File: src/hdl/decfail_pkg.sv
package decfail_pkg;

  // ----------------------------------------------------------
  // datapath widths
  // ----------------------------------------------------------

  // one popcount group of the row vector
  localparam int grp_w = 36;
  // iteration numbers, max_iter register
  localparam int iter_w = 6;
  // minimum-fail threshold register
  localparam int thr_w = 8;

  // ----------------------------------------------------------
  // register map
  // ----------------------------------------------------------

  localparam int cfg_addr_w = 2;

  localparam logic [cfg_addr_w-1:0] addr_max_iter = 2'd0;
  localparam logic [cfg_addr_w-1:0] addr_min_thr  = 2'd1;

  // register defaults after reset
  localparam logic [iter_w-1:0] max_iter_rst = 6'd8;
  // weak-node threshold
  localparam logic [thr_w-1:0]  min_thr_rst  = 8'd2;

endpackage
File: src/hdl/decfail_top.sv
`timescale 1ns/100ps

module decfail_top #(
  parameter int zc_w  = 72,
  parameter int err_w = 16
) (
  input  logic                               iclk,
  input  logic                               rst_n,
  input  logic                               iclkena,
  // register port
  input  logic                               iwr,
  input  logic [decfail_pkg::cfg_addr_w-1:0] iaddr,
  input  logic [7:0]                         iwdata,
  // decoder control
  input  logic                               istart,
  input  logic                               iload_iter,
  // row stream
  input  logic                               ival,
  input  logic [zc_w-1:0]                    irow_decfail,
  input  logic [zc_w-1:0]                    irow_minfail,
  // per-row verdict
  output logic                               oval,
  output logic                               odecfail,
  output logic                               odecfail_est,
  // per-iteration result
  output logic                               ostop,
  output logic                               ores_ok,
  output logic                               ores_stall,
  output logic [decfail_pkg::iter_w-1:0]     oiter
);

  import decfail_pkg::*;

  // configuration fan-out
  logic [iter_w-1:0] max_iter;
  logic [thr_w-1:0]  min_thr;

  // ----------------------------------------------------------
  // registers
  // ----------------------------------------------------------

  decfail_cfg_regs u_regs (
    .iclk     (iclk),
    .rst_n    (rst_n),
    .iclkena  (iclkena),
    .iwr      (iwr),
    .iaddr    (iaddr),
    .iwdata   (iwdata),
    .max_iter (max_iter),
    .min_thr  (min_thr)
  );

  // ----------------------------------------------------------
  // check counter, tree_d+3 ticks ival to oval
  // ----------------------------------------------------------

  decfail_cnt #(.zc_w(zc_w), .err_w(err_w)) u_cnt (
    .iclk         (iclk),
    .rst_n        (rst_n),
    .iclkena      (iclkena),
    .istart       (istart),
    .iload_iter   (iload_iter),
    .ival         (ival),
    .irow_decfail (irow_decfail),
    .irow_minfail (irow_minfail),
    .min_thr      (min_thr),
    .oval         (oval),
    .odecfail     (odecfail),
    .odecfail_est (odecfail_est)
  );

  // verdict taps straight off the counter outputs
  decfail_stop_ctrl u_stop (
    .iclk        (iclk),
    .rst_n       (rst_n),
    .iclkena     (iclkena),
    .istart      (istart),
    .iload_iter  (iload_iter),
    .oval_cnt    (oval),
    .decfail     (odecfail),
    .decfail_est (odecfail_est),
    .max_iter    (max_iter),
    .ostop       (ostop),
    .ores_ok     (ores_ok),
    .ores_stall  (ores_stall),
    .oiter       (oiter)
  );

endmodule

File: src/hdl/decfail_stop_ctrl.sv
`timescale 1ns/100ps

module decfail_stop_ctrl (
  input  logic                           iclk,
  input  logic                           rst_n,
  input  logic                           iclkena,
  input  logic                           istart,
  input  logic                           iload_iter,
  input  logic                           oval_cnt,
  input  logic                           decfail,
  input  logic                           decfail_est,
  input  logic [decfail_pkg::iter_w-1:0] max_iter,
  output logic                           ostop,
  output logic                           ores_ok,
  output logic                           ores_stall,
  output logic [decfail_pkg::iter_w-1:0] oiter
);

  import decfail_pkg::*;

  // number of the running iteration
  logic [iter_w-1:0] iter;
  // a verdict waits for evaluation
  logic              pend;
  logic              df_lat;
  logic              est_lat;
  // evaluation strobe
  logic              eval;
  logic              ok_now;
  logic              stall_now;

  assign eval      = istart && pend;
  assign ok_now    = !df_lat;
  assign stall_now = df_lat && !est_lat;

  // ----------------------------------------------------------
  // iteration count and verdict latch
  // ----------------------------------------------------------

  always_ff @(posedge iclk) begin
    if (!rst_n) begin
      iter    <= '0;
      pend    <= 1'b0;
      df_lat  <= 1'b0;
      est_lat <= 1'b0;
    end else if (iclkena) begin
      if (istart) begin
        iter <= iload_iter ? iter_w'(1) : iter + 1'b1;
      end
      // last oval of the iteration wins
      if (oval_cnt) begin
        df_lat  <= decfail;
        est_lat <= decfail_est;
      end
      if (eval) begin
        pend <= 1'b0;
      end else if (oval_cnt) begin
        pend <= 1'b1;
      end
    end
  end

  // ----------------------------------------------------------
  // stop decision, 1 tick after istart
  // ----------------------------------------------------------

  always_ff @(posedge iclk) begin
    if (!rst_n) begin
      ostop      <= 1'b0;
      ores_ok    <= 1'b0;
      ores_stall <= 1'b0;
      oiter      <= '0;
    end else if (iclkena) begin
      // single pulse
      ostop <= 1'b0;
      if (eval) begin
        ores_ok    <= ok_now;
        ores_stall <= stall_now;
        // report the iteration that just ended
        oiter      <= iter;
        ostop      <= ok_now || stall_now || (iter == max_iter);
      end
    end
  end

endmodule

File: src/hdl/decfail_cfg_regs.sv
`timescale 1ns/100ps

module decfail_cfg_regs (
  input  logic                               iclk,
  input  logic                               rst_n,
  input  logic                               iclkena,
  input  logic                               iwr,
  input  logic [decfail_pkg::cfg_addr_w-1:0] iaddr,
  input  logic [7:0]                         iwdata,
  output logic [decfail_pkg::iter_w-1:0]     max_iter,
  output logic [decfail_pkg::thr_w-1:0]      min_thr
);

  import decfail_pkg::*;

  // qualified write strobe
  logic wr_en;

  assign wr_en = iwr && iclkena;

  // ----------------------------------------------------------
  // write decode
  // ----------------------------------------------------------

  always_ff @(posedge iclk) begin
    if (!rst_n) begin
      max_iter <= max_iter_rst;
      min_thr  <= min_thr_rst;
    end else if (wr_en) begin
      case (iaddr)
        addr_max_iter: begin
          // low bits only, upper data bits dropped
          max_iter <= iwdata[iter_w-1:0];
        end
        addr_min_thr: begin
          min_thr <= thr_w'(iwdata);
        end
        default: begin
          // unmapped address, write lost
        end
      endcase
    end
  end

endmodule

File: src/hdl/decfail_cnt.sv
`timescale 1ns/100ps

module decfail_cnt #(
  parameter int zc_w  = 72,
  parameter int err_w = 16
) (
  input  logic                          iclk,
  input  logic                          rst_n,
  input  logic                          iclkena,
  input  logic                          istart,
  input  logic                          iload_iter,
  input  logic                          ival,
  input  logic [zc_w-1:0]               irow_decfail,
  input  logic [zc_w-1:0]               irow_minfail,
  input  logic [decfail_pkg::thr_w-1:0] min_thr,
  output logic                          oval,
  output logic                          odecfail,
  output logic                          odecfail_est
);

  import decfail_pkg::*;

  // groups needed, last one zero padded if zc_w is not a multiple
  localparam int grp_num = (zc_w + grp_w - 1) / grp_w;
  localparam int pad_w   = grp_num * grp_w;
  localparam int tree_d  = $clog2(grp_num);
  localparam int tree_n  = 2**tree_d;

  logic [pad_w-1:0]   df_pad;
  logic [pad_w-1:0]   mf_pad;
  logic [grp_num-1:0] sum_val;
  logic [err_w-1:0]   sum_err  [grp_num];
  logic [err_w-1:0]   adder_in [tree_n];
  logic               adder_val;
  logic [err_w-1:0]   adder_err;
  logic [grp_num-1:0] mf_or;
  logic               mf_val;
  logic               min_fail;
  logic [err_w-1:0]   checks;
  logic               checks_val;
  logic [err_w-1:0]   hist [2];
  logic [1:0]         hist_val;
  logic [err_w-1:0]   thr_ext;
  logic               over_thr;
  logic               hist_same;

  assign df_pad  = pad_w'(irow_decfail);
  assign mf_pad  = pad_w'(irow_minfail);
  assign thr_ext = err_w'(min_thr);

  // ----------------------------------------------------------
  // group popcounts, 1 tick
  // ----------------------------------------------------------

  for (genvar g = 0; g < grp_num; g++) begin : g_sum
    biterr_sum_36 #(.err_w(err_w)) u_sum (
      .iclk    (iclk),
      .rst_n   (rst_n),
      .iclkena (iclkena),
      .ival    (ival),
      .ibiterr (df_pad[g*grp_w +: grp_w]),
      .oval    (sum_val[g]),
      .oerr    (sum_err[g])
    );
  end

  // tree wants a power of two, tie the spare leaves to zero
  for (genvar i = 0; i < tree_n; i++) begin : g_map
    if (i < grp_num) begin : g_used
      assign adder_in[i] = sum_err[i];
    end else begin : g_pad
      assign adder_in[i] = '0;
    end
  end

  // tree_d ticks
  biterr_adder_tree #(.err_w(err_w), .tree_d(tree_d)) u_tree (
    .iclk    (iclk),
    .rst_n   (rst_n),
    .iclkena (iclkena),
    .ival    (sum_val[0]),
    .ierr    (adder_in),
    .oval    (adder_val),
    .oerr    (adder_err)
  );

  // ----------------------------------------------------------
  // minimum-fail wide or, ready 2 ticks after ival
  // ----------------------------------------------------------

  always_ff @(posedge iclk) begin
    if (iclkena) begin
      for (int i = 0; i < grp_num; i++) begin
        mf_or[i] <= |mf_pad[i*grp_w +: grp_w];
      end
    end
  end

  always_ff @(posedge iclk) begin
    if (!rst_n) begin
      mf_val   <= 1'b0;
      min_fail <= 1'b0;
    end else if (iclkena) begin
      mf_val <= ival;
      if (istart) begin
        min_fail <= 1'b0;
      end else if (mf_val) begin
        min_fail <= min_fail | (|mf_or);
      end
    end
  end

  // ----------------------------------------------------------
  // iteration accumulator and history
  // ----------------------------------------------------------

  always_ff @(posedge iclk) begin
    if (!rst_n) begin
      checks_val <= 1'b0;
      checks     <= '0;
      hist_val   <= '0;
    end else if (iclkena) begin
      checks_val <= adder_val;
      if (istart) begin
        checks <= '0;
        // new frame drops the history, else shift it in
        hist_val <= iload_iter ? 2'b00 : {hist_val[0], 1'b1};
      end else if (adder_val) begin
        checks <= checks + adder_err;
      end
    end
  end

  // history counts, meaningful only under hist_val
  always_ff @(posedge iclk) begin
    if (iclkena && istart) begin
      if (iload_iter) begin
        hist[0] <= '0;
        hist[1] <= '0;
      end else begin
        hist[0] <= checks;
        hist[1] <= hist[0];
      end
    end
  end

  // ----------------------------------------------------------
  // decisions, output register
  // ----------------------------------------------------------

  assign over_thr  = checks > thr_ext;
  assign hist_same = (checks == hist[0]) && (hist[0] == hist[1]);

  always_ff @(posedge iclk) begin
    if (!rst_n) begin
      oval         <= 1'b0;
      odecfail     <= 1'b0;
      odecfail_est <= 1'b0;
    end else if (iclkena) begin
      oval <= checks_val;
      // verdicts hold between pulses
      if (checks_val) begin
        odecfail <= min_fail ? over_thr : (checks != '0);
        if (hist_val == 2'b11) begin
          // three equal counts in a row means no progress
          odecfail_est <= (min_fail && over_thr) || !hist_same;
        end else begin
          odecfail_est <= min_fail || (checks != '0);
        end
      end
    end
  end

endmodule

File: src/hdl/biterr_adder_tree.sv
`timescale 1ns/100ps

module biterr_adder_tree #(
  parameter int err_w  = 16,
  parameter int tree_d = 1
) (
  input  logic             iclk,
  input  logic             rst_n,
  input  logic             iclkena,
  input  logic             ival,
  input  logic [err_w-1:0] ierr [2**tree_d],
  output logic             oval,
  output logic [err_w-1:0] oerr
);

  // ----------------------------------------------------------
  // one generate level per tree stage
  // level 0 is the raw input, level tree_d the single sum
  // ----------------------------------------------------------

  for (genvar l = 0; l <= tree_d; l++) begin : g_lvl
    // partial sums of this level
    logic [err_w-1:0] lvl_sum [2**(tree_d-l)];
    // valid flag that travels with the level
    logic             lvl_val;

    if (l == 0) begin : g_in
      assign lvl_sum = ierr;
      assign lvl_val = ival;
    end else begin : g_add
      // valid shift stage, cleared on reset
      always_ff @(posedge iclk) begin
        if (!rst_n) begin
          lvl_val <= 1'b0;
        end else if (iclkena) begin
          lvl_val <= g_lvl[l-1].lvl_val;
        end
      end

      // pairwise add of the level below
      always_ff @(posedge iclk) begin
        if (iclkena) begin
          for (int i = 0; i < 2**(tree_d-l); i++) begin
            lvl_sum[i] <= g_lvl[l-1].lvl_sum[2*i] + g_lvl[l-1].lvl_sum[2*i+1];
          end
        end
      end
    end
  end

  // ----------------------------------------------------------
  // tree root
  // tree_d of 0 gives a plain pass-through
  // ----------------------------------------------------------

  assign oval = g_lvl[tree_d].lvl_val;
  assign oerr = g_lvl[tree_d].lvl_sum[0];

endmodule

File: src/hdl/biterr_sum_36.sv
`timescale 1ns/100ps

module biterr_sum_36 #(
  parameter int err_w = 16
) (
  input  logic                           iclk,
  input  logic                           rst_n,
  input  logic                           iclkena,
  input  logic                           ival,
  input  logic [decfail_pkg::grp_w-1:0]  ibiterr,
  output logic                           oval,
  output logic [err_w-1:0]               oerr
);

  import decfail_pkg::*;

  // combinational popcount of the group
  logic [err_w-1:0] ones;

  // ----------------------------------------------------------
  // bit count
  // ----------------------------------------------------------

  always_comb begin
    ones = '0;
    // 36 single-bit adds, synthesis folds into a compressor
    for (int i = 0; i < grp_w; i++) begin
      ones = ones + err_w'(ibiterr[i]);
    end
  end

  // ----------------------------------------------------------
  // output register, 1 tick
  // ----------------------------------------------------------

  always_ff @(posedge iclk) begin
    if (!rst_n) begin
      oval <= 1'b0;
    end else if (iclkena) begin
      oval <= ival;
    end
  end

  // count is payload only
  always_ff @(posedge iclk) begin
    if (iclkena) begin
      oerr <= ones;
    end
  end

endmodule

File: config.mk
export PLATFORM = sky130hd
export DESIGN_NAME = decfail_top
export DESIGN_NICKNAME = d
export VERILOG_FILES = /design/src/hdl/decfail_pkg.sv /design/src/hdl/decfail_top.sv /design/src/hdl/decfail_stop_ctrl.sv /design/src/hdl/decfail_cfg_regs.sv /design/src/hdl/decfail_cnt.sv /design/src/hdl/biterr_adder_tree.sv /design/src/hdl/biterr_sum_36.sv
export SDC_FILE = /design/constraint.sdc
export NUM_CORES = 1
export LEC_CHECK = 0
export BUFFER_PORTS_ARGS = -buffer_cell sky130_fd_sc_hd__buf_2
export CAP_MARGIN = 10
export CORE_UTILIZATION = 52
export CTS_CLUSTER_DIAMETER = 100
export CTS_CLUSTER_SIZE = 24
export DETAILED_ROUTE_END_ITERATION = 12
export HOLD_SLACK_MARGIN = 0.03
export PLACE_DENSITY = 0.78
export SYNTH_ARGS = -nofsm -noshare
export SYNTH_HDL_FRONTEND = slang
export SYNTH_SLANG_ARGS = --single-unit
File: constraint.sdc
create_clock -name iclk -period 5.4 [get_ports iclk]
set_input_delay 0.54 -clock iclk [delete_from_list [all_inputs] [get_ports iclk]]
set_output_delay 0.54 -clock iclk [all_outputs]
set_load 0.01 [all_outputs]
After elaboration in Yosys (flattened, before gate mapping):

Memories as Yosys holds them, arrays and structs flattened.
Index checks and enable logic that the tools add are counted.
Widths: inputs -> output; s select.

* memories: 2
* bits in writable memories: 48
* register bits: 91
* input port bits: 161

Memories
* u_cnt.hist: depth 2, width 16, read ports 2, clocked after Yosys merged registers in 0, write ports 2, line decfail_cnt.sv:41 `logic [err_w-1:0] hist [2];`
* u_cnt.u_tree.g_lvl[1].lvl_sum: depth 1, width 16, read ports 1, clocked after Yosys merged registers in 0, write ports 1, line biterr_adder_tree.sv:23 `logic [err_w-1:0] lvl_sum [2**(tree_d-l)];`

* muxes and demuxes: 21
* reductions and logical operators: 30
* add/subtract/negate cells: 73
* bitwise operators: 3
* $lt $le $gt $ge: 1
* eq/ne operators: 5

Operators with widths (count)
* $add 16x1->16: 40
* $reduce_or 36->1: 2
* $mux 16: 4
* $add 15x1->16: 2
* $add 16x16->16: 2
* $eq 16x16->1: 2
* $add 14x1->15: 2
* $add 13x1->14: 2
* $add 12x1->13: 2
* $add 11x1->12: 2
* $add 10x1->11: 2
* $add 9x1->10: 2
* $add 8x1->9: 2
* $reduce_and 2->1: 9
* $add 7x1->8: 2
* $gt 16x8->1: 1
* $reduce_bool 16->1: 1
* $mux 1: 15
* $add 6x1->7: 2
* $add 5x1->6: 2
* $add 4x1->5: 2
* $add 3x1->4: 2
* $add 2x1->3: 2
* $add 6x1->6 const B: 1
* 13 further kinds: 28

Depth between registers and ports, before layout:

* depth in word-level cells: 35
* gate-level depth with buffers: 17
* mapped depth without buffers: 17

Hierarchy:

Synthesis repeated with hierarchy kept, for this count alone.

* cells, all modules: 892
* area total of the unflattened synthesis: 8804.7 um^2

Modules (own cells, without submodules)
* decfail_cnt: area an instance 3499.6 um^2, sequential area each 1501.4 um^2, cells an instance 365, instances 1
* biterr_sum_36: area an instance 1292.5 um^2, sequential area each 200.2 um^2, cells an instance 124, instances 2
* biterr_adder_tree: area an instance 1370.1 um^2, sequential area each 500.5 um^2, cells an instance 126, instances 1
* decfail_stop_ctrl: area an instance 769.5 um^2, sequential area each 360.3 um^2, cells an instance 94, instances 1
* decfail_cfg_regs: area an instance 580.6 um^2, sequential area each 280.3 um^2, cells an instance 59, instances 1

Worst setup path after synthesis:

No wires, ideal clock.

* path kind: in2reg
* start: in irow_decfail[36]
* end: reg u_cnt.g_sum[1].u_sum.oerr[5] (data pin)
* setup slack: 0.570 ns
* data arrival time: 4.576 ns
* stages: 16
* setup time: 0.254 ns
* cells stage by stage: inv_1 > fa_1 > inv_1 > fa_1 > fa_1 > fa_1 > fa_1 > inv_1 > fa_1 > inv_1 > ha_1 > a21o_1 > a21oi_1 > nor2b_1 > nor2_1 > nor2_1

* longest elaborated chain between the ends: 35

Ends and longest elaborated chain
* start: declaration: line decfail_top.sv:19 `input logic [zc_w-1:0] irow_decfail,`
* $add 1x1->2: line biterr_sum_36.sv:28 `ones = ones + err_w'(ibiterr[i]);`
* $add 2x1->3: line biterr_sum_36.sv:28
* $add 3x1->4: line biterr_sum_36.sv:28
* $add 4x1->5: line biterr_sum_36.sv:28
* $add 5x1->6: line biterr_sum_36.sv:28
* $add 6x1->7: line biterr_sum_36.sv:28
* $add 7x1->8: line biterr_sum_36.sv:28
* $add 8x1->9: line biterr_sum_36.sv:28
* $add 9x1->10: line biterr_sum_36.sv:28
* $add 10x1->11: line biterr_sum_36.sv:28
* $add 11x1->12: line biterr_sum_36.sv:28
* $add 12x1->13: line biterr_sum_36.sv:28
* $add 13x1->14: line biterr_sum_36.sv:28
* $add 14x1->15: line biterr_sum_36.sv:28
* $add 15x1->16: line biterr_sum_36.sv:28
* $add 16x1->16 (20 in a row): line biterr_sum_36.sv:28
* net u_cnt.g_sum[1].u_sum.ones[5]: line biterr_sum_36.sv:18 `logic [err_w-1:0] ones;`
* end signal: assignment: line biterr_sum_36.sv:47 `oerr <= ones;`
* end: declaration: line biterr_sum_36.sv:12 `output logic [err_w-1:0] oerr`

The timed path passes the listed nets, and every way through them passes these cells.
A chain may end at the register's enable or synchronous reset.

Worst setup path in the final report:

Ends and elaborated chain as after synthesis.

==> impl_metrics.env <==
export IMPL_crit_chain="buf_2, inv_1, fa_1, inv_1, fa_1, fa_1, fa_1, fa_1, inv_1, fa_1, inv_1, ha_1, a21o_1, a21oi_1, nor2b_1, nor2_1, nor2_1"
export IMPL_cp_end_kind="flip-flop"
export IMPL_cp_arrival_ps=4810
export IMPL_yosysWarnings=0
export IMPL_fin_worst_skew_ps=8.41
export IMPL_tritoncts_num_buffers=9
export IMPL_pwr_share_comb_pct=51.2
export IMPL_htreeDepth=3
export IMPL_gp_congestion=0.823
export IMPL_pwr_share_seq_pct=30.7
export IMPL_n_fill_cell=1102
export IMPL_ys_flop_type="dfxtp_1"
export IMPL_fp_row_count=42
export IMPL_wl_met1_um=6330
export IMPL_synth_commonest_cells="120 x inv_1, 58 x fa_1, 57 x dfxtp_1, 53 x edfxtp_1, 53 x nand2_1"
export IMPL_synth_distinct_cells=57
export IMPL_ir_drop_v=0.000383
export IMPL_synth_compound_area_share_pct=9.23
export IMPL_crit_top_cell="fa_1"
export IMPL_yosys_area_share_simple_pct=16.4
export IMPL_async_flop_share_pct=0
export IMPL_fin_nets=1135
export IMPL_fin_hold_ws_ps=427
export IMPL_yosysTopAreaCell="edfxtp_1"
export IMPL_rsz0062_at_grt="false"
export IMPL_wl_met3_um=807
export IMPL_synth_edf_count=53
export IMPL_maxSlewViolCount=0
export IMPL_root_buffer="clkbuf_16"
export IMPL_cp_slowest_stage_delay_ps=600
export IMPL_postRouteAntennaNets=0
export IMPL_dieHeight_um=119
export IMPL_path_class="in -> reg"
export IMPL_vias=5543
export IMPL_design_area_mm2=0.00847
export IMPL_wl_per_cell_um=14.3
export IMPL_cp_num_buf_inv=5
export IMPL_wl_met2_um=7680
export IMPL_cp_required_ps=5510
export IMPL_utilization_pct=63.7
export IMPL_r2r_start="u_cnt.checks[0]"
export IMPL_clk_pin_slew_ps=70
export IMPL_final_period_utilization_pct=87.1
export IMPL_grt_ovfl_total=0
export IMPL_start_kind="input pin"
export IMPL_syn_nets=965
export IMPL_cp_top_family="adder cells"
export IMPL_detail_route_wirelength_um=15200
export IMPL_switching_share_pct=36.0
export IMPL_synth_most_common_cell="inv_1"
export IMPL_fmax_mhz=213
export IMPL_cts_hold_buf=0
export IMPL_hold_path_class="in -> reg"
export IMPL_cts_resized=0
export IMPL_crit_path_start="irow_decfail[36]"
export IMPL_post_cts_setup_buffers=0
export IMPL_power_per_cell_area_mw_per_mm2=446
export IMPL_ff_latch_area_mm2=0.00273
export IMPL_min_from="iwdata[6]"
export IMPL_clkPwrFrac_pct=18.1
export IMPL_ys_seq_area_share_pct=38.4
export IMPL_start_util_pct=53.5
export IMPL_muxShareOfSynthArea_pct=1.41
export IMPL_chipWidth_um=119
export IMPL_critPathSlowestCell="fa_1"
export IMPL_syn_area_mm2=0.00712
export IMPL_finalHoldViolations=0
export IMPL_relSlewSlack_pct=27.7
export IMPL_cts_path_max_buffers=2
export IMPL_status="finished clean"
export IMPL_antennaDiodeCount=0
export IMPL_synth_top_family_by_area="adder cells"
export IMPL_grt_usage_pct=22.7
export IMPL_netlist_top_cells_area="edfxtp_1 22%, fa_1 16%, dfxtp_1 16%"
export IMPL_leakage_uw=0.00393
export IMPL_viasPerCell=5.23
export IMPL_dpl_cell_area_mm2=0.00815
export IMPL_first_iter_violations=337
export IMPL_port_buffers=172
export IMPL_grt_start_max_net_pins=42
export IMPL_worst_r2r_setup_slack_ps=3180
export IMPL_dieArea_mm2=0.0142
export IMPL_setup_tns_ps=0
export IMPL_core_mm2=0.0133
export IMPL_clock_sinks=110
export IMPL_hpwl_um=12100
export IMPL_worstPathMaxFanout=2
export IMPL_synth_adder_area_share_pct=23.0
export IMPL_first_global_vias=5615
export IMPL_antenna_found_initial=0
export IMPL_tightest_slew_ps=1090
export IMPL_p_int_uw=2410
export IMPL_avgSynthCellArea_um2=10.1
export IMPL_p_switching_uw=1360
export IMPL_synth_seq_cells=110
export IMPL_area_growth_pct=19.0
export IMPL_insertion_delay_ps=350
export IMPL_yosys_area_top_type_share_pct=22.4
export IMPL_cts_tree="yes"
export IMPL_firstDrtPassIters=5
export IMPL_route_detailed_drc=0
export IMPL_synthXorXnorAreaFrac_pct=4.18
export IMPL_top_layer_used="met4"
export IMPL_fin_crit_ps=4700
export IMPL_netlist_instances=708
export IMPL_cap_violations=0
export IMPL_grt_pass1_wl_um=25300
export IMPL_drive_above_1_share_pct=22.7
export IMPL_io_pins=173
export IMPL_setup_violations_final=0
export IMPL_multi_input_area_mm2=0.00386
## area by class of cell
class | instances | share of cell area [%]
tap | 176 | 2.60
timing repair buffer | 176 | 10.5
sequential | 110 | 32.3
multi-input combinational | 461 | 45.6
inverter | 120 | 5.32
clock inverter | 3 | 0.251
clock buffer | 13 | 3.46
## tightest hold or removal path, stage by stage
cell and delay [ps]:
buf_2 90, nand2_1 40, a21oi_1 50
## per-layer routing
metal  up-vias  GRT usage, %
met5         -             0
met4         0          8.70
met3        29          3.50
met2       172          40.7
met1      2602          27.4
li1       2740             -
## cells by family after synthesis
group                      count (synthesis)
and+or+nand+nor                          220
buffers and inverters                    137
DFF                                      110
AOI/OAI and AO/OA                        101
adders and majority gates                 96
xor gates and xnor gates                  34
muxes                                     10
## per-stage QoR
| stage | setup slack [ps] | power (µW) | cells |
|---|---|---|---|
| 2_1_floorplan | 570 | 2690 | 708 |
| 3_3_place_gp | 396 | 3030 | 1043 |
| 3_5_place_dp | 289 | 3140 | 1043 |
| 4_1_cts | 676 | 3820 | 1059 |
| 5_1_grt | 496 | 4170 | 1059 |
| 6_report | 699 | 3770 | 1059 |
## power by group through the flow
stage	registers (µW)	clock network (µW)	logic, µW
after CTS	1160	692	1970
final	1160	683	1930
after floorplan	1160	0	1530
after global placement	1180	0	1850
after detailed placement	1180	0	1960
after global routing	1170	726	2280
## path summary, 6_finish.rpt
check	to	cells past startpoint
max reg2reg	u_cnt.checks[8]	7
max	u_cnt.g_sum[1].u_sum.oerr[5]	17
min reg2reg	u_stop.oiter[0]	2
min	u_regs.min_thr[6]	3
## placed cells by master, fill, tap and decap left out, types with 16 or more instances in the layout
| cell type | Yosys | routed |
|---|---|---|
| a21oi_1 | 42 | 42 |
| and2_1 | 30 | 30 |
| buf_2 | 1 | 172 |
| dfxtp_1 | 57 | 57 |
| edfxtp_1 | 53 | 53 |
| fa_1 | 58 | 58 |
| ha_1 | 38 | 38 |
| inv_1 | 120 | 120 |
| nand2_1 | 53 | 53 |
| nor2_1 | 32 | 32 |
| nor3_1 | 16 | 16 |
| nor4_1 | 22 | 22 |
| xnor2_1 | 19 | 19 |
## sequential cells by signal, indices dropped and copies added, names as in the netlist, 2 cells and up
signal / flops
u_cnt.hist: 32
u_cnt.g_sum.u_sum.oerr: 12
u_regs.min_thr: 8
u_cnt.u_tree.g_lvl.lvl_sum: 7
u_cnt.mf_or: 2
u_cnt.hist_val: 2
u_regs.max_iter: 6
u_stop.oiter: 6
u_cnt.checks: 16
u_stop.iter: 6
Note: power is estimated with default switching activity, not from simulation.
